<file path="src/mem_pkg.sv">
// memory package: shared memory size, word index and arbiter requester numbering
`default_nettype none

package mem_pkg;

  // 256 words of 32 bits
  localparam int MEM_WORDS = 256;

  // word index into the array
  typedef logic [7:0] mem_addr_t;

  // word index sits in byte address bits 9..2
  localparam int WORD_ADDR_HI = 9;
  localparam int WORD_ADDR_LO = 2;

  // ----------------------------------------
  // requesters, lower index wins
  // ----------------------------------------

  localparam int NUM_REQ = 3;

  localparam int REQ_LSU   = 0;
  localparam int REQ_FETCH = 1;
  localparam int REQ_APB   = 2;

endpackage

`default_nettype wire

</file>
<file path="src/core_pkg.sv">
// core package: instruction-set word types, field positions, opcodes and execute states
`default_nettype none

package core_pkg;

  // ----------------------------------------
  // data widths
  // ----------------------------------------

  // data and instruction word
  typedef logic [31:0] word_t;
  // byte address, also the pc
  typedef logic [31:0] addr_t;
  // one of 32 registers
  typedef logic [4:0] reg_idx_t;
  // signed branch and memory offset
  typedef logic signed [12:0] imm_t;

  // ----------------------------------------
  // instruction fields
  // ----------------------------------------

  localparam int OPC_HI = 31;
  localparam int OPC_LO = 28;
  localparam int RD_HI  = 27;
  localparam int RD_LO  = 23;
  localparam int RS1_HI = 22;
  localparam int RS1_LO = 18;
  localparam int RS2_HI = 17;
  localparam int RS2_LO = 13;
  localparam int IMM_HI = 12;
  localparam int IMM_LO = 0;

  // first fetch address after reset
  localparam addr_t RESET_PC = '0;

  typedef enum logic [3:0] {
    OP_ADD  = 4'h0,
    OP_ADDI = 4'h1,
    OP_LW   = 4'h2,
    OP_SW   = 4'h3,
    OP_BNE  = 4'h4,
    OP_HALT = 4'h5
  } opcode_e;

  // execute FSM
  typedef enum logic [1:0] {
    EX_IDLE,
    EX_MEM_WAIT,
    EX_MEM_DATA,
    EX_HALTED
  } exec_state_e;

endpackage

`default_nettype wire
</file>
<file path="src/apb_mem_port.sv">
// APB slave port: turns bus transfers into shared memory requests
`timescale 1ns/1ns
`default_nettype none

module apb_mem_port (
  input  logic               clk,
  input  logic               arst_n,
  // apb
  input  logic               psel,
  input  logic               penable,
  input  logic               pwrite,
  input  core_pkg::addr_t    paddr,
  input  core_pkg::word_t    pwdata,
  output core_pkg::word_t    prdata,
  output logic               pready,
  // memory request port
  output logic               mem_req,
  output logic               mem_we,
  output mem_pkg::mem_addr_t mem_addr,
  output core_pkg::word_t    mem_wdata,
  input  logic               mem_gnt,
  input  core_pkg::word_t    mem_rdata
);
  import mem_pkg::*;

  // read granted, data arrives this cycle
  logic rd_wait;

  // fields stay stable through the access phase
  assign mem_we    = pwrite;
  assign mem_addr  = paddr[WORD_ADDR_HI:WORD_ADDR_LO];
  assign mem_wdata = pwdata;

  always_ff @(posedge clk or negedge arst_n) begin
    if (!arst_n) begin
      mem_req <= 1'b0;
      rd_wait <= 1'b0;
      pready  <= 1'b0;
    end else begin
      pready <= 1'b0;
      if (mem_req) begin
        if (mem_gnt) begin
          mem_req <= 1'b0;
          pready  <= pwrite;
          rd_wait <= !pwrite;
        end
      end else if (rd_wait) begin
        rd_wait <= 1'b0;
        pready  <= 1'b1;
      end else if (psel && penable && !pready) begin
        // access phase, not yet served
        mem_req <= 1'b1;
      end
    end
  end

  always_ff @(posedge clk) begin
    if (rd_wait) begin
      prdata <= mem_rdata;
    end
  end

  a_penable_psel : assert property (
    @(posedge clk) disable iff (!arst_n) penable |-> psel);

endmodule

`default_nettype wire

</file>
<file path="config.mk">
export PLATFORM = sky130hd
export DESIGN_NAME = apb_mem_port
export DESIGN_NICKNAME = d
export VERILOG_FILES = /design/src/mem_pkg.sv /design/src/core_pkg.sv /design/src/apb_mem_port.sv
export SDC_FILE = /design/constraint.sdc
export NUM_CORES = 1
export LEC_CHECK = 0
export BUFFER_PORTS_ARGS = -buffer_cell sky130_fd_sc_hd__buf_2
export CORE_MARGIN = 10
export CORE_UTILIZATION = 34
export DETAILED_ROUTE_END_ITERATION = 6
export PLACE_DENSITY = 0.85
export SLEW_MARGIN = 25
export SYNTH_ARGS = -nofsm -noshare
export SYNTH_HDL_FRONTEND = slang
export SYNTH_SLANG_ARGS = --single-unit
export TNS_END_PERCENT = 1
</file>
<file path="constraint.sdc">
create_clock -name clk -period 3.4 [get_ports clk]
set_input_delay 0.34 -clock clk [delete_from_list [all_inputs] [get_ports clk]]
set_output_delay 0.34 -clock clk [all_outputs]
set_load 0.1 [all_outputs]
</file>
==> impl_results.md <==
- CTS buffer count: 5
- Routed WL per cell: 20.0 um
- Critical Path Start Type: flip-flop
- Fin util: 40.7%
- Multi-input logic area: 46.3 um^2
- CP peak stage delay: 470 ps
- CP cell instances: buf_2
- Post-synthesis sequential area ratio: 74.3%
- Die Height: 84.0 um
- Filler cells: 384
- DRC errors left: 0
- Gr ovfl total: 0
- Slew Limit Headroom: 66.9%
- DP HPWL: 3010 um
- CTS tree: done
- Synth Instances: 84
- Tmin final: 1520 ps
- H-Tree Depth: 2
- Fin crit share: 44.7%
- Worst hold path type: primary input to flip-flop
- Worst IR Drop VDD: 308 uV
- Delay-heaviest family, CP: buffers and inverters
- Most frequent cells in the layout: 72 x buf_2, 32 x edfxtp_1, 6 x clkbuf_8, 3 x dfrtp_1, 2 x o21ai_0
- Final wirelength: 3490 um
- Hold Buf Count CTS: 1
- DIE WIDTH: 84.0 um
- Critical path class: flip-flop to primary output
- Top cell type's share of synthesized area: 68.9%
- Via density: 4.19
- GRT Overall Usage: 9.66%
- Crit path max fanout: 6
- Status: finished clean
- Final TNS setup: 0 ps
- Clock transition at path regs: 60 ps
- Drt first pass iters: 4
- Core area: 3970 um^2
- Reg2reg path depth: 1
- Worst Skew: 3.99 ps
- Post-Syn Area: 1390 um^2
- Yosys warnings: 0
- PostCTS Resize Cnt: 0
- Slew @ Worst Pin: 500 ps
- Synthesized flop and latch total: 35
- Crit path DAT: 1180 ps
- Ant diodes: 0
- Layout cells sized above 1: 64.8%
- Leading cell type in the layout, fill and taps excluded: buf_2
- Clock root cell: clkbuf_8
- Num ports: 177
- Area leader, netlist: edfxtp_1
- Postcts setup bufs: 0
- Vias in the first global route: 848
- Endpoints failing setup: 0
- IO Port Bufs: 72
- Wire length of the first global-routing pass: 5020 um
- Leakage power: 0.694 nW
- Max Clk Rate: 659 MHz
- Max-slew violation count: 0
- Largest net degree at the start of global routing: 33
- Hold depth: 1
- Worst path slowest cell: buf_2
- Clock insertion delay at the later pin of the skew report: 270 ps
- Worst Setup End Kind: primary output
- Final hold viol count: 0
- CTS sink count: 35
- Initial Util: 35.1%
- Top cells by area, synth: edfxtp_1 69%, buf_4 22%, dfrtp_1 5.4%
- RSZ-0062 raised after global routing: no
- Synthesis-to-layout area growth: 16.1%
- P per Cell Area: 652 nW/um^2
- Final ANT Viol Nets: 0
- Deepest clock path buffer count: 2
- Syn Area/Cell: 16.6 um^2
- Register area: 1040 um^2
- Cell Rows: 23
- MaxCap Viol Count: 0
- Iteration-0 DRC Markers: 9
- Critical path depth: 1
- Gpl congestion: 0.692
- Initial antenna violation count: 0
- Fin nets: 226
- Critical path buffers and inverters: 1
- Die area: 7060 um^2
- Crit path required time: 3060 ps
- Syn nets: 186
- Netlist cell types: 10
- Routed vias: 733
## path summary, 6_finish.rpt
path                                     startpoint  slack, ps                   end
worst max-delay path              mem_req$_DFF_PN0_       1880               mem_req
worst min-delay path                  mem_rdata[16]        240  prdata[16]$_DFFE_PP_
worst max register to register  rd_wait$_DFFE_PN0P_       2260  prdata[14]$_DFFE_PP_
worst min register to register     pready$_DFF_PN0_        460     mem_req$_DFF_PN0_
max in group asynchronous                    arst_n       2920     mem_req$_DFF_PN0_
min in group asynchronous                    arst_n        380      pready$_DFF_PN0_
## stage by stage
| step | hold WS [ps] | cell area, um^2 | cells | total power, mW | setup slack (ps) |
|---|---|---|---|---|---|
| after floorplan | 44.4 | 1390 | 84 | 0.943 | 2020 |
| after global placement | 135 | 1520 | 166 | 0.771 | 2180 |
| after detailed placement | 138 | 1520 | 166 | 0.774 | 2180 |
| after CTS | 222 | 1620 | 175 | 1.07 | 1870 |
| after global routing | 213 | 1620 | 175 | 1.09 | 1800 |
| final | 236 | 1620 | 175 | 1.05 | 1880 |
## routing by layer
| metal | global-route usage (%) | routed length [um] |
|---|---|---|
| met4 | 8.68 | 251 |
| met2 | 15.6 | 1780 |
| met3 | 7.91 | 557 |
| met1 | 6.90 | 904 |
| met5 | 0 | 0 |
## state kept, by name, summed over array words and instances, names as in the netlist
name / flops
mem_req: 1
pready: 1
rd_wait: 1
prdata: 32
## Yosys cell counts
cell,n
buf_4,41
nand2_1,1
nand2b_1,1
nand3_1,1
o41ai_2,1
a21oi_1,1
o21ai_0,2
inv_1,1
dfrtp_1,3
edfxtp_1,32
## cells by family after synthesis
group           after synthesis  synth area share (%)
compound gates                4                  2.24
buf+inv                      42                  22.4
flops                        35                  74.3
simple gates                  3                  1.08
## area by class of cell
| type | count | share of cell area (%) |
|---|---|---|
| clock buffer | 7 | 5.34 |
| clock inverter | 1 | 0.309 |
| inverter | 1 | 0.232 |
| multi-input combinational | 7 | 2.86 |
| sequential | 35 | 64.0 |
| tap | 50 | 3.87 |
| timing repair buffer | 74 | 23.4 |
## report_power, final
part	switching (mW)	internal, mW
sequential	0.0101	0.504
clock	0.128	0.163
combinational	0.213	0.0361
total	0.351	0.703
Power figures use the tool's default switching activity.
