### config.mk
export PLATFORM = sky130hd
export DESIGN_NAME = exec_unit
export DESIGN_NICKNAME = d
export VERILOG_FILES = /design/src/mem_pkg.sv /design/src/core_pkg.sv /design/src/exec_unit.sv
export SDC_FILE = /design/constraint.sdc
export NUM_CORES = 2
export LEC_CHECK = 0
export ABC_AREA = 1
export BUFFER_PORTS_ARGS = -buffer_cell sky130_fd_sc_hd__buf_2
export CAP_MARGIN = 25
export CELL_PAD_IN_SITES_DETAIL_PLACEMENT = 1
export CELL_PAD_IN_SITES_GLOBAL_PLACEMENT = 1
export CORE_AREA = 3 3 400 402
export CTS_BUF_LIST = sky130_fd_sc_hd__clkbuf_8 sky130_fd_sc_hd__clkbuf_16
export DETAILED_ROUTE_END_ITERATION = 10
export DIE_AREA = 0 0 403 405
export GPL_TIMING_DRIVEN = 1
export PLACE_DENSITY = 0.76
export SYNTH_ARGS = -nofsm -noshare
export SYNTH_HDL_FRONTEND = slang
export SYNTH_SLANG_ARGS = --single-unit
### constraint.sdc
create_clock -name clk -period 9.1 [get_ports clk]
set_clock_uncertainty 0.2 [all_clocks]
set_input_delay 1.82 -clock clk [delete_from_list [all_inputs] [get_ports clk]]
set_output_delay 1.82 -clock clk [all_outputs]
set_load 0.01 [all_outputs]
### src/mem_pkg.sv
// memory package: shared memory size, word index and arbiter requester numbering
`default_nettype none

package mem_pkg;

  // 256 words of 32 bits
  localparam int MEM_WORDS = 256;

  // word index into the array
  typedef logic [7:0] mem_addr_t;

  // word index sits in byte address bits 9..2
  localparam int WORD_ADDR_HI = 9;
  localparam int WORD_ADDR_LO = 2;

  // ----------------------------------------
  // requesters, lower index wins
  // ----------------------------------------

  localparam int NUM_REQ = 3;

  localparam int REQ_LSU   = 0;
  localparam int REQ_FETCH = 1;
  localparam int REQ_APB   = 2;

endpackage

`default_nettype wire

### src/core_pkg.sv
// core package: instruction-set word types, field positions, opcodes and execute states
`default_nettype none

package core_pkg;

  // ----------------------------------------
  // data widths
  // ----------------------------------------

  // data and instruction word
  typedef logic [31:0] word_t;
  // byte address, also the pc
  typedef logic [31:0] addr_t;
  // one of 32 registers
  typedef logic [4:0] reg_idx_t;
  // signed branch and memory offset
  typedef logic signed [12:0] imm_t;

  // ----------------------------------------
  // instruction fields
  // ----------------------------------------

  localparam int OPC_HI = 31;
  localparam int OPC_LO = 28;
  localparam int RD_HI  = 27;
  localparam int RD_LO  = 23;
  localparam int RS1_HI = 22;
  localparam int RS1_LO = 18;
  localparam int RS2_HI = 17;
  localparam int RS2_LO = 13;
  localparam int IMM_HI = 12;
  localparam int IMM_LO = 0;

  // first fetch address after reset
  localparam addr_t RESET_PC = '0;

  typedef enum logic [3:0] {
    OP_ADD  = 4'h0,
    OP_ADDI = 4'h1,
    OP_LW   = 4'h2,
    OP_SW   = 4'h3,
    OP_BNE  = 4'h4,
    OP_HALT = 4'h5
  } opcode_e;

  // execute FSM
  typedef enum logic [1:0] {
    EX_IDLE,
    EX_MEM_WAIT,
    EX_MEM_DATA,
    EX_HALTED
  } exec_state_e;

endpackage

`default_nettype wire
### src/exec_unit.sv
// execute unit: decode, register file, ALU, branches, load/store and the commit trace
`timescale 1ns/1ns
`default_nettype none

module exec_unit (
  input  logic                clk,
  input  logic                arst_n,
  // from fetch
  input  logic                inst_valid,
  input  core_pkg::word_t     inst,
  input  core_pkg::addr_t     inst_pc,
  output logic                inst_ready,
  output logic                redirect,
  output core_pkg::addr_t     redirect_pc,
  // load/store port
  output logic                mem_req,
  output logic                mem_we,
  output mem_pkg::mem_addr_t  mem_addr,
  output core_pkg::word_t     mem_wdata,
  input  logic                mem_gnt,
  input  core_pkg::word_t     mem_rdata,
  // commit trace
  output logic                trace_val,
  output core_pkg::addr_t     trace_pc,
  output logic                trace_wen,
  output core_pkg::reg_idx_t  trace_waddr,
  output core_pkg::word_t     trace_wdata,
  output logic                halted
);
  import core_pkg::*;
  import mem_pkg::*;

  exec_state_e state;
  exec_state_e state_nxt;
  word_t       rf [2**$bits(reg_idx_t)];

  // decode
  opcode_e  op;
  reg_idx_t rd;
  reg_idx_t rs1;
  reg_idx_t rs2;
  imm_t     imm;
  word_t    imm_ext;
  word_t    rs1_val;
  word_t    rs2_val;
  word_t    sum;
  logic     fire;

  // held load/store
  logic      ls_we;
  mem_addr_t ls_addr;
  word_t     ls_wdata;
  reg_idx_t  ls_rd;
  addr_t     ls_pc;

  // commit this cycle
  logic     commit;
  logic     c_wen;
  reg_idx_t c_waddr;
  word_t    c_wdata;
  addr_t    c_pc;

  assign op      = opcode_e'(inst[OPC_HI:OPC_LO]);
  assign rd      = inst[RD_HI:RD_LO];
  assign rs1     = inst[RS1_HI:RS1_LO];
  assign rs2     = inst[RS2_HI:RS2_LO];
  assign imm     = inst[IMM_HI:IMM_LO];
  assign imm_ext = {{($bits(word_t) - $bits(imm_t)){imm[IMM_HI]}}, imm};

  // r0 reads zero
  assign rs1_val = (rs1 == '0) ? '0 : rf[rs1];
  assign rs2_val = (rs2 == '0) ? '0 : rf[rs2];
  // add result and load/store byte address
  assign sum     = rs1_val + ((op == OP_ADD) ? rs2_val : imm_ext);

  // hold off for one cycle while fetch turns around
  assign inst_ready = (state == EX_IDLE) && !redirect;
  assign fire       = inst_valid && inst_ready;

  assign mem_req   = (state == EX_MEM_WAIT);
  assign mem_we    = ls_we;
  assign mem_addr  = ls_addr;
  assign mem_wdata = ls_wdata;

  // ----------------------------------------
  // next state and commit
  // ----------------------------------------

  always_comb begin
    state_nxt = state;
    commit    = 1'b0;
    c_wen     = 1'b0;
    c_waddr   = rd;
    c_wdata   = sum;
    c_pc      = inst_pc;
    case (state)
      EX_IDLE: begin
        if (fire) begin
          case (op)
            OP_LW, OP_SW: state_nxt = EX_MEM_WAIT;
            OP_ADD, OP_ADDI: begin
              commit = 1'b1;
              c_wen  = (rd != '0);
            end
            OP_HALT: begin
              commit    = 1'b1;
              state_nxt = EX_HALTED;
            end
            // bne and unknown opcodes retire without a write
            default: commit = 1'b1;
          endcase
        end
      end
      EX_MEM_WAIT: begin
        if (mem_gnt) begin
          // store retires the cycle after its grant
          commit    = ls_we;
          c_pc      = ls_pc;
          state_nxt = ls_we ? EX_IDLE : EX_MEM_DATA;
        end
      end
      EX_MEM_DATA: begin
        commit    = 1'b1;
        c_pc      = ls_pc;
        c_waddr   = ls_rd;
        c_wdata   = mem_rdata;
        c_wen     = (ls_rd != '0);
        state_nxt = EX_IDLE;
      end
      default: state_nxt = EX_HALTED;
    endcase
  end

  always_ff @(posedge clk or negedge arst_n) begin
    if (!arst_n) begin
      state     <= EX_IDLE;
      trace_val <= 1'b0;
      redirect  <= 1'b0;
      halted    <= 1'b0;
    end else begin
      state     <= state_nxt;
      trace_val <= commit;
      redirect  <= fire && (op == OP_BNE) && (rs1_val != rs2_val);
      // rises the cycle after the halt commit
      halted    <= (state == EX_HALTED);
    end
  end

  always_ff @(posedge clk) begin
    trace_pc    <= c_pc;
    trace_wen   <= c_wen;
    trace_waddr <= c_waddr;
    trace_wdata <= c_wdata;
    // target is pc plus imm words
    redirect_pc <= inst_pc + {imm_ext[29:0], 2'b00};
    if (commit && c_wen) begin
      rf[c_waddr] <= c_wdata;
    end
    if (fire) begin
      ls_we    <= (op == OP_SW);
      ls_addr  <= sum[WORD_ADDR_HI:WORD_ADDR_LO];
      ls_wdata <= rs2_val;
      ls_rd    <= rd;
      ls_pc    <= inst_pc;
    end
  end

  a_no_trace_after_halt : assert property (
    @(posedge clk) disable iff (!arst_n) halted |-> !trace_val);

  // one grant per access, then idle or data wait with no request
  a_req_drops_after_gnt : assert property (
    @(posedge clk) disable iff (!arst_n) (mem_req && mem_gnt) |=> !mem_req);

endmodule

`default_nettype wire

==> flow_summary.json <==
{
  "status": "complete, no violations",
  "crit_type": "in -> reg",
  "die_h_um": 405,
  "first_global_vias": 59040,
  "synth_area_mm2": 0.06272,
  "yosys_register_bits": 1209,
  "hold_buffers": 0,
  "ant_nets": 0,
  "hp-class": "reg -> reg",
  "cts_sinks": 1209,
  "synth_top_area_cell": "edfxtp_1",
  "crit_path_max_fanout": 74,
  "synth_nets": 7560,
  "fin_crit_ps": 6792,
  "area_delta_synth_final_pct": 13.02,
  "synth.distinct_cells": 55,
  "ios": 248,
  "wl_um": 271600,
  "end_kind": "register",
  "cts-root-buf": "clkbuf_16",
  "track_usage": 0.3250,
  "max-cap-violations": 0,
  "start_util": 0.4010,
  "pwr-share-comb": 0.241,
  "vias": 57970,
  "ys_warn_count": 0,
  "htree_levels": 4,
  "max_freq_mhz": 147.2,
  "drcViolationCount": 0,
  "viasPerCell": 5.993,
  "cts_buffers": 138,
  "fin_crit_sh": 0.7464,
  "instances_no_fill": 9674,
  "synth_flop_cell": "edfxtp_1",
  "clkSlewWorstSetupHoldPaths_ps": 60,
  "rsz0062_at_grt": "false",
  "netSwitchingFraction": 0.3301,
  "layout.nets": 7666,
  "synthTopCellsByArea": "edfxtp_1 (53%), nand2_1 (17%), nand3_1 (10%)",
  "grt.overflow.total": 0,
  "antenna_found_initial": 10,
  "postPlaceCellArea_mm2": 0.06626,
  "nFillCells": 18330,
  "fin_tns_setup_ps": 0,
  "clockPowerShare": 0.322,
  "num_rows": 145,
  "power_uw": 17210,
  "startpoint_type": "input pin",
  "synth_edf_count": 1102,
  "port_buffers": 247,
  "syn_inst": 7394,
  "grt_pass1_wl_um": 391500,
  "irDropWorstVdd_uv": 191.5,
  "cts.path.max_buffers": 3,
  "first_pass_iters": 6,
  "power.density_mw_per_mm2": 242.8,
  "relSlewSlack": 0.2684,
  "setup_viol": 0,
  "switchingPower_uw": 5681,
  "cp.arrival_ps": 6890,
  "grt_max_degree": 163,
  "async_reset_ff_frac": 0.004136,
  "routedWlPerCell_um": 28.08,
  "drv_slew": 0,
  "synth_most_common_cell": "nand2_1",
  "final_layout_size_suffix_gt1_frac": 0.09934,
  "worstMarginPinSlew_ps": 1095,
  "die_w_um": 403,
  "p_leak_uw": 0.02956,
  "synth_top_area_share": 0.5276,
  "place_congestion": 0.9528,
  "fin_area_mm2": 0.07088,
  "p_int_uw": 11530,
  "avgSynthCellArea_um2": 8.482,
  "netlist_top_cells_count": "nand2_1 (2,776), nand3_1 (1,248), edfxtp_1 (1,102), nor2_1 (635), inv_1 (341)",
  "core_area_mm2": 0.1564,
  "dp.cells": 9411,
  "finalHoldViolCount": 0,
  "post-route-util": 0.4533,
  "ys_seq_area_frac": 0.5622,
  "hpwl_um": 164700,
  "seq_power_share": 0.438,
  "cts_resized": 0,
  "drt_iter0_markers": 6674,
  "die_area_mm2": 0.1632,
  "cts_tree": "built",
  "crit_required_ps": 9190,
  "clkLatencyLatePin_ps": 810,
  "post_cts_buffers": 0
}
==> power by group through the flow <==
stage | Clock, µW | Sequential (µW) | Combinational [µW]
finish | 5530 | 7530 | 4140
floorplan | 0 | 7740 | 1910
CTS | 5560 | 7550 | 3980
detailed placement | 0 | 7660 | 3950
global route | 5790 | 7560 | 4400
global placement | 0 | 7660 | 3760
==> area by class of cell <==
cell class | instances | area (µm²) | share of cell area
Multi-Input combinational cell | 5352 | 23900 | 0.3372
Tap cell | 2058 | 2575 | 0.03633
Sequential cell | 1209 | 35260 | 0.4974
Clock buffer | 158 | 3830 | 0.05403
Antenna cell | 6 | 15.01 | 0.0002118
Inverter | 379 | 1473 | 0.02078
Timing Repair Buffer | 420 | 3224 | 0.04549
Clock inverter | 92 | 604.3 | 0.008526
==> cell usage in the layout, fill, tap and decap left out, types with 17 or more instances in the layout <==
cell type / instances
dfxtp_1: 102
clkinv_2: 22
nand3_1: 1248
clkbuf_16: 147
buf_2: 239
a21oi_1: 152
edfxtp_1: 1102
nor2_1: 597
xnor2_1: 17
nor2_4: 35
clkinv_1: 23
buf_12: 35
or2_2: 20
inv_1: 371
buf_4: 129
o21ai_0: 248
o22ai_1: 32
nand2_1: 2776
xor2_1: 26
ha_1: 63
nand3_2: 27
inv_2: 32
==> per-layer routing <==
| layer | GRT usage | share of wire |
|---|---|---|
| met5 | 0 | 0.00017 |
| met4 | 0.1891 | 0.065 |
| met3 | 0.06316 | 0.095 |
| met2 | 0.5189 | 0.45 |
| met1 | 0.4122 | 0.39 |
==> path summary, 6_finish.rpt <==
check | to | depth (start not counted) | from | slack (ps)
worst max-delay path | rf[10][20]$_DFFE_PP_ | 22 | inst[14] | 2310
worst min-delay path | trace_pc[18]$_DFF_P_ | 2 | ls_pc[18]$_DFFE_PP_ | 350
worst max register to register | rf[10][20]$_DFFE_PP_ | 22 | rf[19][0]$_DFFE_PP_ | 4210
worst min register to register | trace_pc[18]$_DFF_P_ | 2 | ls_pc[18]$_DFFE_PP_ | 350
max in group asynchronous | redirect$_DFF_PN0_ | 1 | arst_n | 7900
min in group asynchronous | halted$_DFF_PN0_ | 1 | arst_n | 640
==> state kept, by name (all words and copies together) (netlist names) <==
signal and cells:
redirect_pc 32, mem_we 1, mem_wdata 32, trace_wdata 32
rf 1024, halted 1, redirect 1, trace_waddr 5
ls_rd 5, trace_pc 32, ls_pc 32, trace_wen 1
trace_val 1, mem_addr 8, state 2
==> worst max-delay path: stages <==
cell and delay (ps):
clkbuf_8 510, inv_8 410, nor2_4 220, buf_4 400, nand2_1 100, nand3_1 100
nor2_1 50, nand2_1 90, nand3_1 150, o21ai_0 220, ha_1 310, fa_1 250
nand2_1 70, nand2_1 60, o21ai_0 150, o21ai_0 360, a21oi_1 160, inv_1 190
a21oi_1 140, or2_2 290, nand3_1 70, nand2_1 600
==> metrics by stage <==
| step | worst slack [ps] | hold WS [ps] |
|---|---|---|
| after floorplan | 2431 | 297.6 |
| after global placement | 1495 | 327.4 |
| after detailed placement | 1482 | 336.3 |
| after CTS | 2293 | 351.0 |
| after global routing | 2159 | 379.5 |
| final | 2308 | 350.7 |
==> logic make-up after synthesis <==
| group | synth area share |
|---|---|
| simple gates | 0.3142 |
| flops | 0.5622 |
| buf+inv | 0.06158 |
| compound gates | 0.04261 |
| fa+ha+maj | 0.01341 |
| xor+xnor | 0.006005 |
No activity file was read; power rests on OpenSTA's default activity.
