**config.mk**
```make
export PLATFORM = sky130hd
export DESIGN_NAME = fetch_unit
export DESIGN_NICKNAME = d
export VERILOG_FILES = /design/src/mem_pkg.sv /design/src/core_pkg.sv /design/src/fetch_unit.sv
export SDC_FILE = /design/constraint.sdc
export NUM_CORES = 1
export LEC_CHECK = 0
export BUFFER_PORTS_ARGS = -buffer_cell sky130_fd_sc_hd__buf_2
export CORE_MARGIN = 5
export CORE_UTILIZATION = 35
export CTS_BUF_LIST = sky130_fd_sc_hd__clkbuf_2
export DETAILED_ROUTE_END_ITERATION = 8
export SYNTH_ARGS = -nofsm -noshare
export SYNTH_HDL_FRONTEND = slang
export SYNTH_SLANG_ARGS = --single-unit
```
**constraint.sdc**
```tcl
create_clock -name clk -period 5.3 [get_ports clk]
set_input_delay 0.795 -clock clk [delete_from_list [all_inputs] [get_ports clk]]
set_output_delay 0.795 -clock clk [all_outputs]
set_load 0.02 [all_outputs]
```
**src/mem_pkg.sv**
```systemverilog
// memory package: shared memory size, word index and arbiter requester numbering
`default_nettype none

package mem_pkg;

  // 256 words of 32 bits
  localparam int MEM_WORDS = 256;

  // word index into the array
  typedef logic [7:0] mem_addr_t;

  // word index sits in byte address bits 9..2
  localparam int WORD_ADDR_HI = 9;
  localparam int WORD_ADDR_LO = 2;

  // ----------------------------------------
  // requesters, lower index wins
  // ----------------------------------------

  localparam int NUM_REQ = 3;

  localparam int REQ_LSU   = 0;
  localparam int REQ_FETCH = 1;
  localparam int REQ_APB   = 2;

endpackage

`default_nettype wire

```
**src/core_pkg.sv**
```systemverilog
// core package: instruction-set word types, field positions, opcodes and execute states
`default_nettype none

package core_pkg;

  // ----------------------------------------
  // data widths
  // ----------------------------------------

  // data and instruction word
  typedef logic [31:0] word_t;
  // byte address, also the pc
  typedef logic [31:0] addr_t;
  // one of 32 registers
  typedef logic [4:0] reg_idx_t;
  // signed branch and memory offset
  typedef logic signed [12:0] imm_t;

  // ----------------------------------------
  // instruction fields
  // ----------------------------------------

  localparam int OPC_HI = 31;
  localparam int OPC_LO = 28;
  localparam int RD_HI  = 27;
  localparam int RD_LO  = 23;
  localparam int RS1_HI = 22;
  localparam int RS1_LO = 18;
  localparam int RS2_HI = 17;
  localparam int RS2_LO = 13;
  localparam int IMM_HI = 12;
  localparam int IMM_LO = 0;

  // first fetch address after reset
  localparam addr_t RESET_PC = '0;

  typedef enum logic [3:0] {
    OP_ADD  = 4'h0,
    OP_ADDI = 4'h1,
    OP_LW   = 4'h2,
    OP_SW   = 4'h3,
    OP_BNE  = 4'h4,
    OP_HALT = 4'h5
  } opcode_e;

  // execute FSM
  typedef enum logic [1:0] {
    EX_IDLE,
    EX_MEM_WAIT,
    EX_MEM_DATA,
    EX_HALTED
  } exec_state_e;

endpackage

`default_nettype wire
```
**src/fetch_unit.sv**
```systemverilog
// fetch unit: reads instructions from shared memory into a one-entry buffer for execute
`timescale 1ns/1ns
`default_nettype none

module fetch_unit (
  input  logic               clk,
  input  logic               arst_n,
  input  logic               run,
  input  logic               halted,
  // execute side
  output logic               inst_valid,
  output core_pkg::word_t    inst,
  output core_pkg::addr_t    inst_pc,
  input  logic               inst_ready,
  input  logic               redirect,
  input  core_pkg::addr_t    redirect_pc,
  // memory request port
  output logic               mem_req,
  output mem_pkg::mem_addr_t mem_addr,
  input  logic               mem_gnt,
  input  core_pkg::word_t    mem_rdata
);
  import core_pkg::*;
  import mem_pkg::*;

  addr_t fetch_pc;
  addr_t pend_pc;
  // read data returns this cycle
  logic  pend;
  // returning read belongs to the old path
  logic  stale;
  // request seen but not yet granted
  logic  req_hold;
  logic  want;

  // one read at a time and only into a free or draining buffer
  assign want     = run && !halted && !pend && (!inst_valid || inst_ready);
  assign mem_req  = want || req_hold;
  assign mem_addr = fetch_pc[WORD_ADDR_HI:WORD_ADDR_LO];

  always_ff @(posedge clk or negedge arst_n) begin
    if (!arst_n) begin
      fetch_pc   <= RESET_PC;
      inst_valid <= 1'b0;
      pend       <= 1'b0;
      stale      <= 1'b0;
      req_hold   <= 1'b0;
    end else begin
      pend     <= mem_req && mem_gnt;
      stale    <= mem_req && mem_gnt && redirect;
      req_hold <= mem_req && !mem_gnt;
      if (redirect) begin
        // restart on the new path and drop the buffer
        fetch_pc   <= redirect_pc;
        inst_valid <= 1'b0;
      end else begin
        if (mem_req && mem_gnt) begin
          fetch_pc <= fetch_pc + 32'd4;
        end
        if (pend && !stale) begin
          inst_valid <= 1'b1;
        end else if (inst_valid && inst_ready) begin
          inst_valid <= 1'b0;
        end
      end
    end
  end

  // buffer payload
  always_ff @(posedge clk) begin
    if (mem_req && mem_gnt) begin
      pend_pc <= fetch_pc;
    end
    if (pend) begin
      inst    <= mem_rdata;
      inst_pc <= pend_pc;
    end
  end

  // wrong-path data never reaches execute
  a_no_valid_on_stale : assert property (
    @(posedge clk) disable iff (!arst_n) stale |=> !inst_valid);

endmodule

`default_nettype wire

```
==> results of run 1 <==
==> registers in the layout, summed over array words and instances, names as in the netlist <==
name / flops
pend_pc: 32
stale: 1
inst_valid: 1
fetch_pc: 32
inst_pc: 32
req_hold: 1
pend: 1
inst: 32
==> through the flow <==
| stage | std cells | util | cell area [um^2] | hold slack (ns) |
|---|---|---|---|---|
| after floorplan | 313 | - | 4943 | 0.4003 |
| after detailed placement | 619 | 0.4168 | 5786 | 0.4071 |
| final | 651 | 0.4367 | 6062 | 0.2091 |
| after CTS | 651 | 0.4367 | 6062 | 0.1580 |
| after global routing | 651 | 0.4367 | 6062 | 0.1525 |
| after global placement | 619 | 0.4168 | 5786 | 0.4022 |
==> cell usage after synthesis (2+ instances only) <==
| master | instances |
|---|---|
| and4_1 | 2 |
| clkbuf_1 | 7 |
| nor2b_1 | 3 |
| nor2_1 | 4 |
| nand4_1 | 8 |
| nand2_1 | 32 |
| clkinv_1 | 2 |
| nor4_1 | 9 |
| nand2b_1 | 2 |
| xor2_1 | 9 |
| xnor2_1 | 17 |
| dfrtp_1 | 36 |
| mux2_2 | 7 |
| edfxtp_1 | 96 |
| and3_1 | 2 |
| nand3_1 | 11 |
| or3_1 | 2 |
| o21ai_0 | 22 |
| nor3_1 | 6 |
| nor4b_1 | 5 |
| buf_4 | 10 |
==> worst reg2reg max path, stage by stage (launching register included) <==
cell      delay [ns]
dfrtp_4         1.02
nor4bb_1        0.17
a22oi_1         0.21
buf_4           0.30
clkinv_1        0.59
nand4_1         0.32
xnor2_1         0.08
mux2_2          0.26
==> power by group <==
group	internal (mW)	switching (mW)	total [mW]
clock	0.307	0.362	0.668
combinational	0.0721	0.113	0.185
sequential	1.19	0.0574	1.25
==> per-layer routing <==
metal	vias to the layer above	part of all wire
li1	1456	-
met1	1456	0.43
met2	137	0.47
met3	12	0.086
met4	2	0.011
met5	-	0.00067
==> cells by family after synthesis <==
family | count (synthesis)
AOI/OAI and AO/OA | 28
xor gates and xnor gates | 26
adders and majority gates | 1
buffers and inverters | 23
DFF | 132
muxes | 8
and+or+nand+nor | 95
==> placed cells by master (no fill, tap or decap), drive strengths merged, types with 2 or more instances in the layout <==
cell and instances:
buf 146, edfxtp 96, dfrtp 36, nand2 32, o21ai 22, clkbuf 18
xnor2 17, nand3 11, xor2 9, nor4 9, nand4 9, mux2 7
nor3 6, clkinvlp 6, nor4b 6, clkinv 6, nor2 4, bufinv 4
nor2b 3, and4 3, or4 3, nand2b 2, and3 2, or3 2
==> layout make-up <==
cell class / count / area share
clock inverter: 14 / 0.03075
inverter: 3 / 0.001858
multi-input combinational: 158 / 0.1692
sequential: 132 / 0.6248
tap: 180 / 0.03715
clock buffer: 18 / 0.01486
timing repair buffer: 146 / 0.1214
==> worst max path at each step <==
stage | startpoint | slack (ns) | cells past startpoint | endpoint
2_1_floorplan | pend | 1.33 | 7 | fetch_pc[17]
4_1_cts | pend | 2.12 | 3 | mem_req
5_1_grt | pend | 1.95 | 7 | fetch_pc[18]
6_report | pend | 2.25 | 3 | mem_req
3_3_place_gp | pend | 2.34 | 7 | fetch_pc[17]
3_5_place_dp | pend | 2.25 | 7 | fetch_pc[17]
==> flow_metrics.env, run 1 <==
export IMPL_yosysTopAreaCell="edfxtp_1"
export IMPL_synth_seq_cells=132
export IMPL_use_met2=0.1997
export IMPL_numCtsBuffers=17
export IMPL_drv_slew=0
export IMPL_core_um2=13880
export IMPL_timing_rr_end="fetch_pc[17]"
export IMPL_hold_buffers=0
export IMPL_p_per_area_nw_per_um2=346.9
export IMPL_ios=145
export IMPL_end_kind="primary output"
export IMPL_synth_xor_area_frac=0.04606
export IMPL_rows=43
export IMPL_gp_congestion=0.7920
export IMPL_syn_avg_cell_area_um2=15.79
export IMPL_r2r_slack_ns=2.27
export IMPL_vias=3063
export IMPL_power_leakage_nw=2.335
export IMPL_layout_worst_path_cycle_share=0.5751
export IMPL_rsz0062_at_grt="no"
export IMPL_maxSlewHeadroom=0.4016
export IMPL_worstPathArrival_ns=2.25
export IMPL_crit_path_max_incr_delay_ns=1.02
export IMPL_cts_setup_buffers=0
export IMPL_syn2layout_area_growth_pct=22.63
export IMPL_async_reset_ff_frac=0.2727
export IMPL_grtUsageMet1=0.1629
export IMPL_seq_area_frac_synth=0.7654
export IMPL_clock_fmax_mhz=328.1
export IMPL_wire_per_inst_um=16.17
export IMPL_cts_sinks=132
export IMPL_maxCapViolCount=0
export IMPL_synth_adder_area_share=0.002531
export IMPL_post_cts_resized=0
export IMPL_antenna_found_initial=1
export IMPL_dieHeight_um=128.8
export IMPL_hpwl_mm=7.305
export IMPL_clkTransAtPathRegs_ns=0.19
export IMPL_min_path_type="in2async"
export IMPL_ff2ff_path_depth=7
export IMPL_htree_levels=4
export IMPL_synth_edf_count=96
export IMPL_portBuffers=144
export IMPL_pre_cts_ws_ns=2.250
export IMPL_crit_buf_inv=1
export IMPL_critical_path_class="reg2out"
export IMPL_ys_flop_type="edfxtp_1"
export IMPL_cp_cell_sequence="nor2_1, a31o_2, buf_2"
export IMPL_cts_max_path_buffers=2
export IMPL_setup_viol=0
export IMPL_p_total_mw=2.103
export IMPL_cts_root_buffer_cell="clkbuf_2"
export IMPL_status="completed"
export IMPL_drtIter0Drc=195
export IMPL_ys_warnings_count=0
export IMPL_fillers=1311
export IMPL_syn_inst=313
export IMPL_synthTopCellsByArea="edfxtp_1 (58%), dfrtp_1 (18%), xnor2_1 (3.0%), nand2_1 (2.4%), o21ai_0 (2.2%)"
export IMPL_cts_tree="built"
export IMPL_cp_slowest_cell="dfrtp_4"
export IMPL_synth_mux_area_frac=0.01797
export IMPL_tns_ns=0
export IMPL_rr_startpoint="pend"
export IMPL_grt_first_pass_wirelength_mm=15.89
export IMPL_start_util=0.3561
export IMPL_drc=0
export IMPL_synth_area_um2=4943
export IMPL_synth_nets=385
export IMPL_dieArea_um2=16600
export IMPL_grt_overflow=0
export IMPL_gr_usage_met3=0.05189
export IMPL_antenna_left=0
export IMPL_grt_max_degree=68
export IMPL_seq_area_um2=3787
export IMPL_ir_drop_uv=124.4
export IMPL_final_hold_viol_count=0
export IMPL_viasPerCell=4.705
export IMPL_busiest_layer="met2"
export IMPL_grt_pass1_vias=2959
export IMPL_fin_skew_ns=0.02028
export IMPL_finalCriticalPeriod_ns=3.048
export IMPL_startpoint_type="register"
export IMPL_setup_ws_ns=2.252
export IMPL_synth_top_family_by_area="simple AND/OR/NAND/NOR gates"
export IMPL_final_nets=530
export IMPL_yosys_area_share_simple=0.1086
export IMPL_drive_gt1_frac=0.4034
export IMPL_crit_family="flip-flops"
export IMPL_worstMarginPinSlew_ns=0.8976
export IMPL_required_ns=4.51
export IMPL_die_w_um=128.8
export IMPL_grt_use_total=0.1282
export IMPL_synthDistinctLibCells=42
export IMPL_drt_total_wl_mm=10.52
export IMPL_synth_compound_area_share=0.03240
export IMPL_synth_top_area_frac=0.5831
export IMPL_cp_max_fo=67
export IMPL_first_pass_iters=5
export IMPL_n_antenna_cell=0
export IMPL_clock_latency_ns=0.67
export IMPL_multiInputGateArea_um2=1026
(Power assumes the default switching activity.)
==> run 2: changes to the inputs <==
- ABC_AREA: not set -> 1
- clock period: 5.3 -> 2.88 ns (I/O delays scaled with it)
==> run 2 against run 1 <==
Flip-flop and latch count unchanged. Synthesized cell count is 58% higher. Sequential share of layout area shrank 9.8 points. Clock skew grew 0.011 ns. Die area increased by 10%. Cell area is 19% higher. Count of clock-buffer cells in the layout increased by 3. Via count is 35% higher. Critical path type unchanged. Highest routed layer is now met4.
==> flow_metrics.env, run 2 <==
export IMPL_status="completed"
export IMPL_synth_edf_count=96
export IMPL_seq_area_frac_synth=0.6881
export IMPL_grt_use_total=0.1478
export IMPL_synth_seq_cells=132
export IMPL_startpoint_type="register"
export IMPL_cts_tree="built"
export IMPL_cp_startpoint="pend"
export IMPL_clock_latency_ns=0.67
export IMPL_synth_area_um2=5499
export IMPL_clkTransAtPathRegs_ns=0.20
export IMPL_fillers=1444
export IMPL_first_pass_iters=4
export IMPL_synth_top_family_by_area="simple AND/OR/NAND/NOR gates"
export IMPL_yosysTopAreaCell="edfxtp_1"
export IMPL_dieArea_um2=18320
export IMPL_worstMarginPinSlew_ns=0.8777
export IMPL_ys_top_cells_by_count="nand2_1 (157), edfxtp_1 (96), nand3_1 (47), nor2_1 (43), dfrtp_1 (36)"
export IMPL_synth_adder_area_share=0.002275
export IMPL_rows=45
export IMPL_required_ns=2.45
export IMPL_ir_drop_uv=199.9
export IMPL_ios=145
export IMPL_p_total_mw=3.931
export IMPL_ys_flop_type="edfxtp_1"
export IMPL_drtIter0Drc=297
export IMPL_grt_pass1_vias=4269
export IMPL_syn_avg_cell_area_um2=11.11
export IMPL_layout_worst_path_cycle_share=0.7300
export IMPL_min_path_type="in2reg"
export IMPL_synth_compound_area_share=0.02389
export IMPL_syn_inst=495
export IMPL_rsz0062_at_grt="no"
export IMPL_ys_warnings_count=0
export IMPL_drive_gt1_frac=0.2875
export IMPL_hpwl_mm=8.954
export IMPL_dieHeight_um=135.3
export IMPL_hp_start="redirect_pc[19]"
export IMPL_drt_total_wl_mm=12.98
export IMPL_wire_per_inst_um=14.04
export IMPL_numPlacedInstances=833
export IMPL_portBuffers=144
export IMPL_worstHoldPathCells=5
export IMPL_grt_overflow=0
export IMPL_seq_area_um2=3785
export IMPL_synth_most_common_cell="nand2_1"
export IMPL_power_leakage_nw=3.101
export IMPL_stdcell_count=924
export IMPL_final_nets=772
export IMPL_rr_startpoint="fetch_pc[2]"
export IMPL_synth_top_area_frac=0.5242
export IMPL_drv_slew=0
export IMPL_most_common_layout_cells="nand2_1 (157), buf_2 (144), edfxtp_1 (96)"
export IMPL_tns_ns=0
export IMPL_clock_fmax_mhz=475.7
export IMPL_final_hold_viol_count=0
export IMPL_drc=0
export IMPL_viasPerCell=4.478
export IMPL_cts_max_path_buffers=2
export IMPL_yosys_area_share_simple=0.2257
export IMPL_critical_path_class="reg2out"
export IMPL_crit_path_max_incr_delay_ns=0.44
export IMPL_worstPathArrival_ns=1.67
export IMPL_cts_setup_buffers=0
export IMPL_cp_cell_sequence="inv_1, nand4_2, nand2_2, buf_2"
export IMPL_antenna_found_initial=0
export IMPL_multiInputGateArea_um2=1475
export IMPL_grt_first_pass_wirelength_mm=21.19
export IMPL_synthDistinctLibCells=31
export IMPL_numCtsBuffers=17
export IMPL_vias=4138
export IMPL_maxSlewHeadroom=0.4149
export IMPL_cts_sinks=132
export IMPL_synth_nets=567
export IMPL_synth_mux_area_frac=0
export IMPL_maxCapViolCount=0
export IMPL_cts_root_buffer_cell="clkbuf_2"
export IMPL_fin_skew_ns=0.03143
export IMPL_start_util=0.3591
export IMPL_async_reset_ff_frac=0.2727
export IMPL_end_kind="primary output"
export IMPL_die_w_um=135.3
export IMPL_syn2layout_area_growth_pct=30.76
export IMPL_synthTopCellsByArea="edfxtp_1 (52%), dfrtp_1 (16%), nand2_1 (11%), nand3_1 (4.3%), nor2_1 (2.9%)"
export IMPL_cp_slowest_cell="dfrtp_2"
export IMPL_p_per_area_nw_per_um2=546.7
export IMPL_finalCriticalPeriod_ns=2.102
export IMPL_htree_levels=4
export IMPL_n_antenna_cell=0
export IMPL_synth_xor_area_frac=0.01433
export IMPL_antenna_left=0
export IMPL_ff2ff_path_depth=10
export IMPL_final_common_cell="nand2_1"
export IMPL_gp_congestion=0.8545
export IMPL_cp_max_fo=3
export IMPL_core_um2=15310
export IMPL_hold_ws_ns=0.09277
export IMPL_grt_max_degree=65
export IMPL_setup_viol=0
==> run 2: where the power goes <==
part           internal (mW)  switching (mW)
combinational          0.225           0.342
sequential              2.21           0.118
clock                  0.401           0.633
total                   2.84            1.09
==> run 2: layer usage <==
metal | routed length (um) | global-route usage
met1 | 5659 | 0.1810
met2 | 6145 | 0.2472
met3 | 1032 | 0.04866
met4 | 139 | 0.04815
met5 | 0 | 0
==> run 2: worst paths after layout <==
path                                end  slack (ns)
max reg2reg                fetch_pc[26]        1.04
max                             mem_req        0.78
max in group asynchronous          pend        1.90
min in group asynchronous  fetch_pc[31]        0.38
min                        fetch_pc[19]        0.09
min reg2reg                 inst_pc[24]        0.43
==> run 2: what timing repair did <==
action / CTS / global route
endpoints found under the hold margin: 90 / 3
hold buffers: 56 / 3
resized for setup: 0 / 0
==> run 2: metrics by stage <==
stage / setup WS, ns / util / cell area [um^2]
3_3_place_gp: 0.8313 / 0.4168 / 6384
6_report: 0.7777 / 0.4695 / 7191
5_1_grt: 0.5749 / 0.4695 / 7191
3_5_place_dp: 0.7070 / 0.4168 / 6384
4_1_cts: 0.6757 / 0.4676 / 7161
2_1_floorplan: 0.1317 / - / 5510
==> run 2: worst max-delay path: cells and delay by family, from the launching register on <==
family	cells	cell delay, ns
buffers and inverters	2	0.26
and+or+nand+nor	2	0.30
DFF	1	0.44
==> run 2: final cells by class <==
cell class | instances | area share
clock inverters | 11 | 0.01549
well taps | 211 | 0.03671
inverters | 33 | 0.01723
flip-flops and latches | 132 | 0.5264
clock buffers | 21 | 0.01462
repair buffers | 205 | 0.1844
multi-input cells | 311 | 0.2051
==> run 2: logic make-up (layout without fill, tap and decap cells) <==
logic type,count (synthesis),after routing
adder cells (fa/ha/maj),1,1
buffers and inverters,52,270
AND/OR/NAND/NOR,279,279
XOR/XNOR,9,9
flip-flops,132,132
AO/OA/AOI/OAI,22,22
==> run 3: changes to the inputs <==
- clock period: 2.88 -> 1.9 ns (I/O delays scaled with it)
==> run 3 against run 2 <==
Flip-flop and latch count stayed put. Combinational power is 64% higher. Critical path depth stayed put. Critical path type unchanged. Cell area rose by 4.6%. Total power increased by 61%. Wire length rose by 7.2%. First-iteration DRC count down 20%. Final cell count is 2.8% higher. Die area unchanged. Via count grew 1.4%. Sequential power is 52% higher.
==> flow_metrics.env, run 3 (synthesis gave the netlist of run 2 again) <==
export IMPL_fillers=1430
export IMPL_grt_max_degree=65
export IMPL_die_w_um=135.3
export IMPL_fin_skew_ns=0.02845
export IMPL_cp_cell_sequence="inv_4, nand4_4, nand2_4, buf_6"
export IMPL_final_hold_viol_count=0
export IMPL_syn2layout_area_growth_pct=36.75
export IMPL_dieHeight_um=135.3
export IMPL_grt_use_total=0.1573
export IMPL_pre_cts_ws_ns=0.1461
export IMPL_numCtsBuffers=17
export IMPL_setup_viol=0
export IMPL_htree_levels=4
export IMPL_cts_root_buffer_cell="clkbuf_2"
export IMPL_dieArea_um2=18320
export IMPL_wire_per_inst_um=14.64
export IMPL_drtIter0Drc=237
export IMPL_tns_ns=0
export IMPL_cts_sinks=132
export IMPL_drv_slew=0
export IMPL_required_ns=1.62
export IMPL_antenna_left=0
export IMPL_ios=145
export IMPL_drc=0
export IMPL_drive_gt1_frac=0.2995
export IMPL_grt_overflow=0
export IMPL_min_path_type="in2reg"
export IMPL_critical_path_class="reg2out"
export IMPL_cts_tree="built"
export IMPL_cp_slowest_cell="dfrtp_4"
export IMPL_crit_family="flip-flops"
export IMPL_final_nets=797
export IMPL_clkTransAtPathRegs_ns=0.21
export IMPL_rows=45
export IMPL_antenna_found_initial=1
export IMPL_hold_ws_ns=0.2896
export IMPL_worstPathArrival_ns=1.59
export IMPL_status="completed"
export IMPL_setup_ws_ns=0.02740
export IMPL_crit_buf_inv=2
export IMPL_end_kind="primary output"
export IMPL_worstHoldPathCells=6
export IMPL_power_leakage_nw=3.241
export IMPL_p_total_mw=6.341
export IMPL_final_common_cell="nand2_1"
export IMPL_ir_drop_uv=391.4
export IMPL_core_um2=15310
export IMPL_grt_first_pass_wirelength_mm=22.38
export IMPL_portBuffers=144
export IMPL_drt_total_wl_mm=13.91
export IMPL_maxSlewHeadroom=0.4402
export IMPL_ff2ff_path_depth=10
export IMPL_finalCriticalPeriod_ns=1.873
export IMPL_cts_max_path_buffers=2
export IMPL_viasPerCell=4.415
export IMPL_grt_pass1_vias=4253
export IMPL_hpwl_mm=9.514
export IMPL_layout_worst_path_cycle_share=0.9856
export IMPL_start_util=0.3591
export IMPL_clock_latency_ns=0.68
export IMPL_maxCapViolCount=0
export IMPL_first_pass_iters=4
export IMPL_hp_start="run"
export IMPL_holdPathEnd="pend"
export IMPL_startpoint_type="register"
export IMPL_rr_startpoint="pend"
export IMPL_vias=4194
export IMPL_cp_max_fo=2
export IMPL_most_common_layout_cells="nand2_1 (157), buf_2 (143), edfxtp_1 (96)"
export IMPL_clock_fmax_mhz=534.0
export IMPL_p_per_area_nw_per_um2=843.2
export IMPL_r2r_slack_ns=0.13
export IMPL_rsz0062_at_grt="yes"
export IMPL_worstMarginPinSlew_ns=0.8397
export IMPL_gp_congestion=0.8513
export IMPL_crit_path_max_incr_delay_ns=0.53
export IMPL_timing_rr_end="fetch_pc[28]"
[run 3: where the power goes]
group	total (mW)	switching (mW)	leakage (nW)	internal, mW
Sequential	3.54	0.186	1.33	3.35
Combinational	0.931	0.538	1.76	0.392
Clock	1.87	1.02	0.157	0.850
[run 3: worst reg2reg max path: cells and delay by family (launching register included)]
family,cells,cell delay [ns]
flops,1,0.53
compound gates,1,0.30
buf+inv,4,0.45
simple gates,5,0.43
[run 3: area by class of cell]
cell class,instances,area (um^2),area share
inverter,33,128.9,0.01714
tap,211,264.0,0.03511
multi-input combinational,311,1491,0.1983
antenna,1,2.502,0.0003328
timing repair buffer,230,1575,0.2095
clock inverter,15,183.9,0.02446
clock buffer,17,85.08,0.01131
sequential,132,3789,0.5038
[run 3: routing by layer]
| metal | vias up | share of wire | GRT usage |
|---|---|---|---|
| met3 | 8 | 0.062 | 0.04086 |
| li1 | 2099 | - | - |
| met5 | - | 0 | 0 |
| met1 | 1952 | 0.44 | 0.1986 |
| met2 | 135 | 0.49 | 0.2685 |
| met4 | 0 | 0.0068 | 0.04255 |
[run 3: stage by stage]
step | util | std cells | area, um^2
floorplan | - | 495 | 5523
global placement | 0.4226 | 840 | 6472
detailed placement | 0.4226 | 840 | 6472
CTS | 0.4896 | 947 | 7498
global route | 0.4910 | 950 | 7520
finish | 0.4910 | 950 | 7520
[run 3: repair_timing]
action                                  4_1_cts  5_1_grt
endpoints found under the setup margin        1        4
resized for setup                             4        4
hold buffers                                 72        0
pin swaps                                     1        1
buffers inserted                              3        3
endpoints found under the hold margin       104        0
[run 3: worst max-delay path by stage]
stage / slack (ns) / to / cells past startpoint / startpoint
finish: 0.03 / mem_req / 4 / pend
global route: -0.11 / mem_req / 4 / pend
floorplan: -0.12 / pend_pc[0] / 3 / pend
detailed placement: 0.15 / fetch_pc[30] / 8 / fetch_pc[3]
global placement: 0.21 / fetch_pc[30] / 8 / fetch_pc[2]
CTS: -0.09 / mem_req / 4 / pend
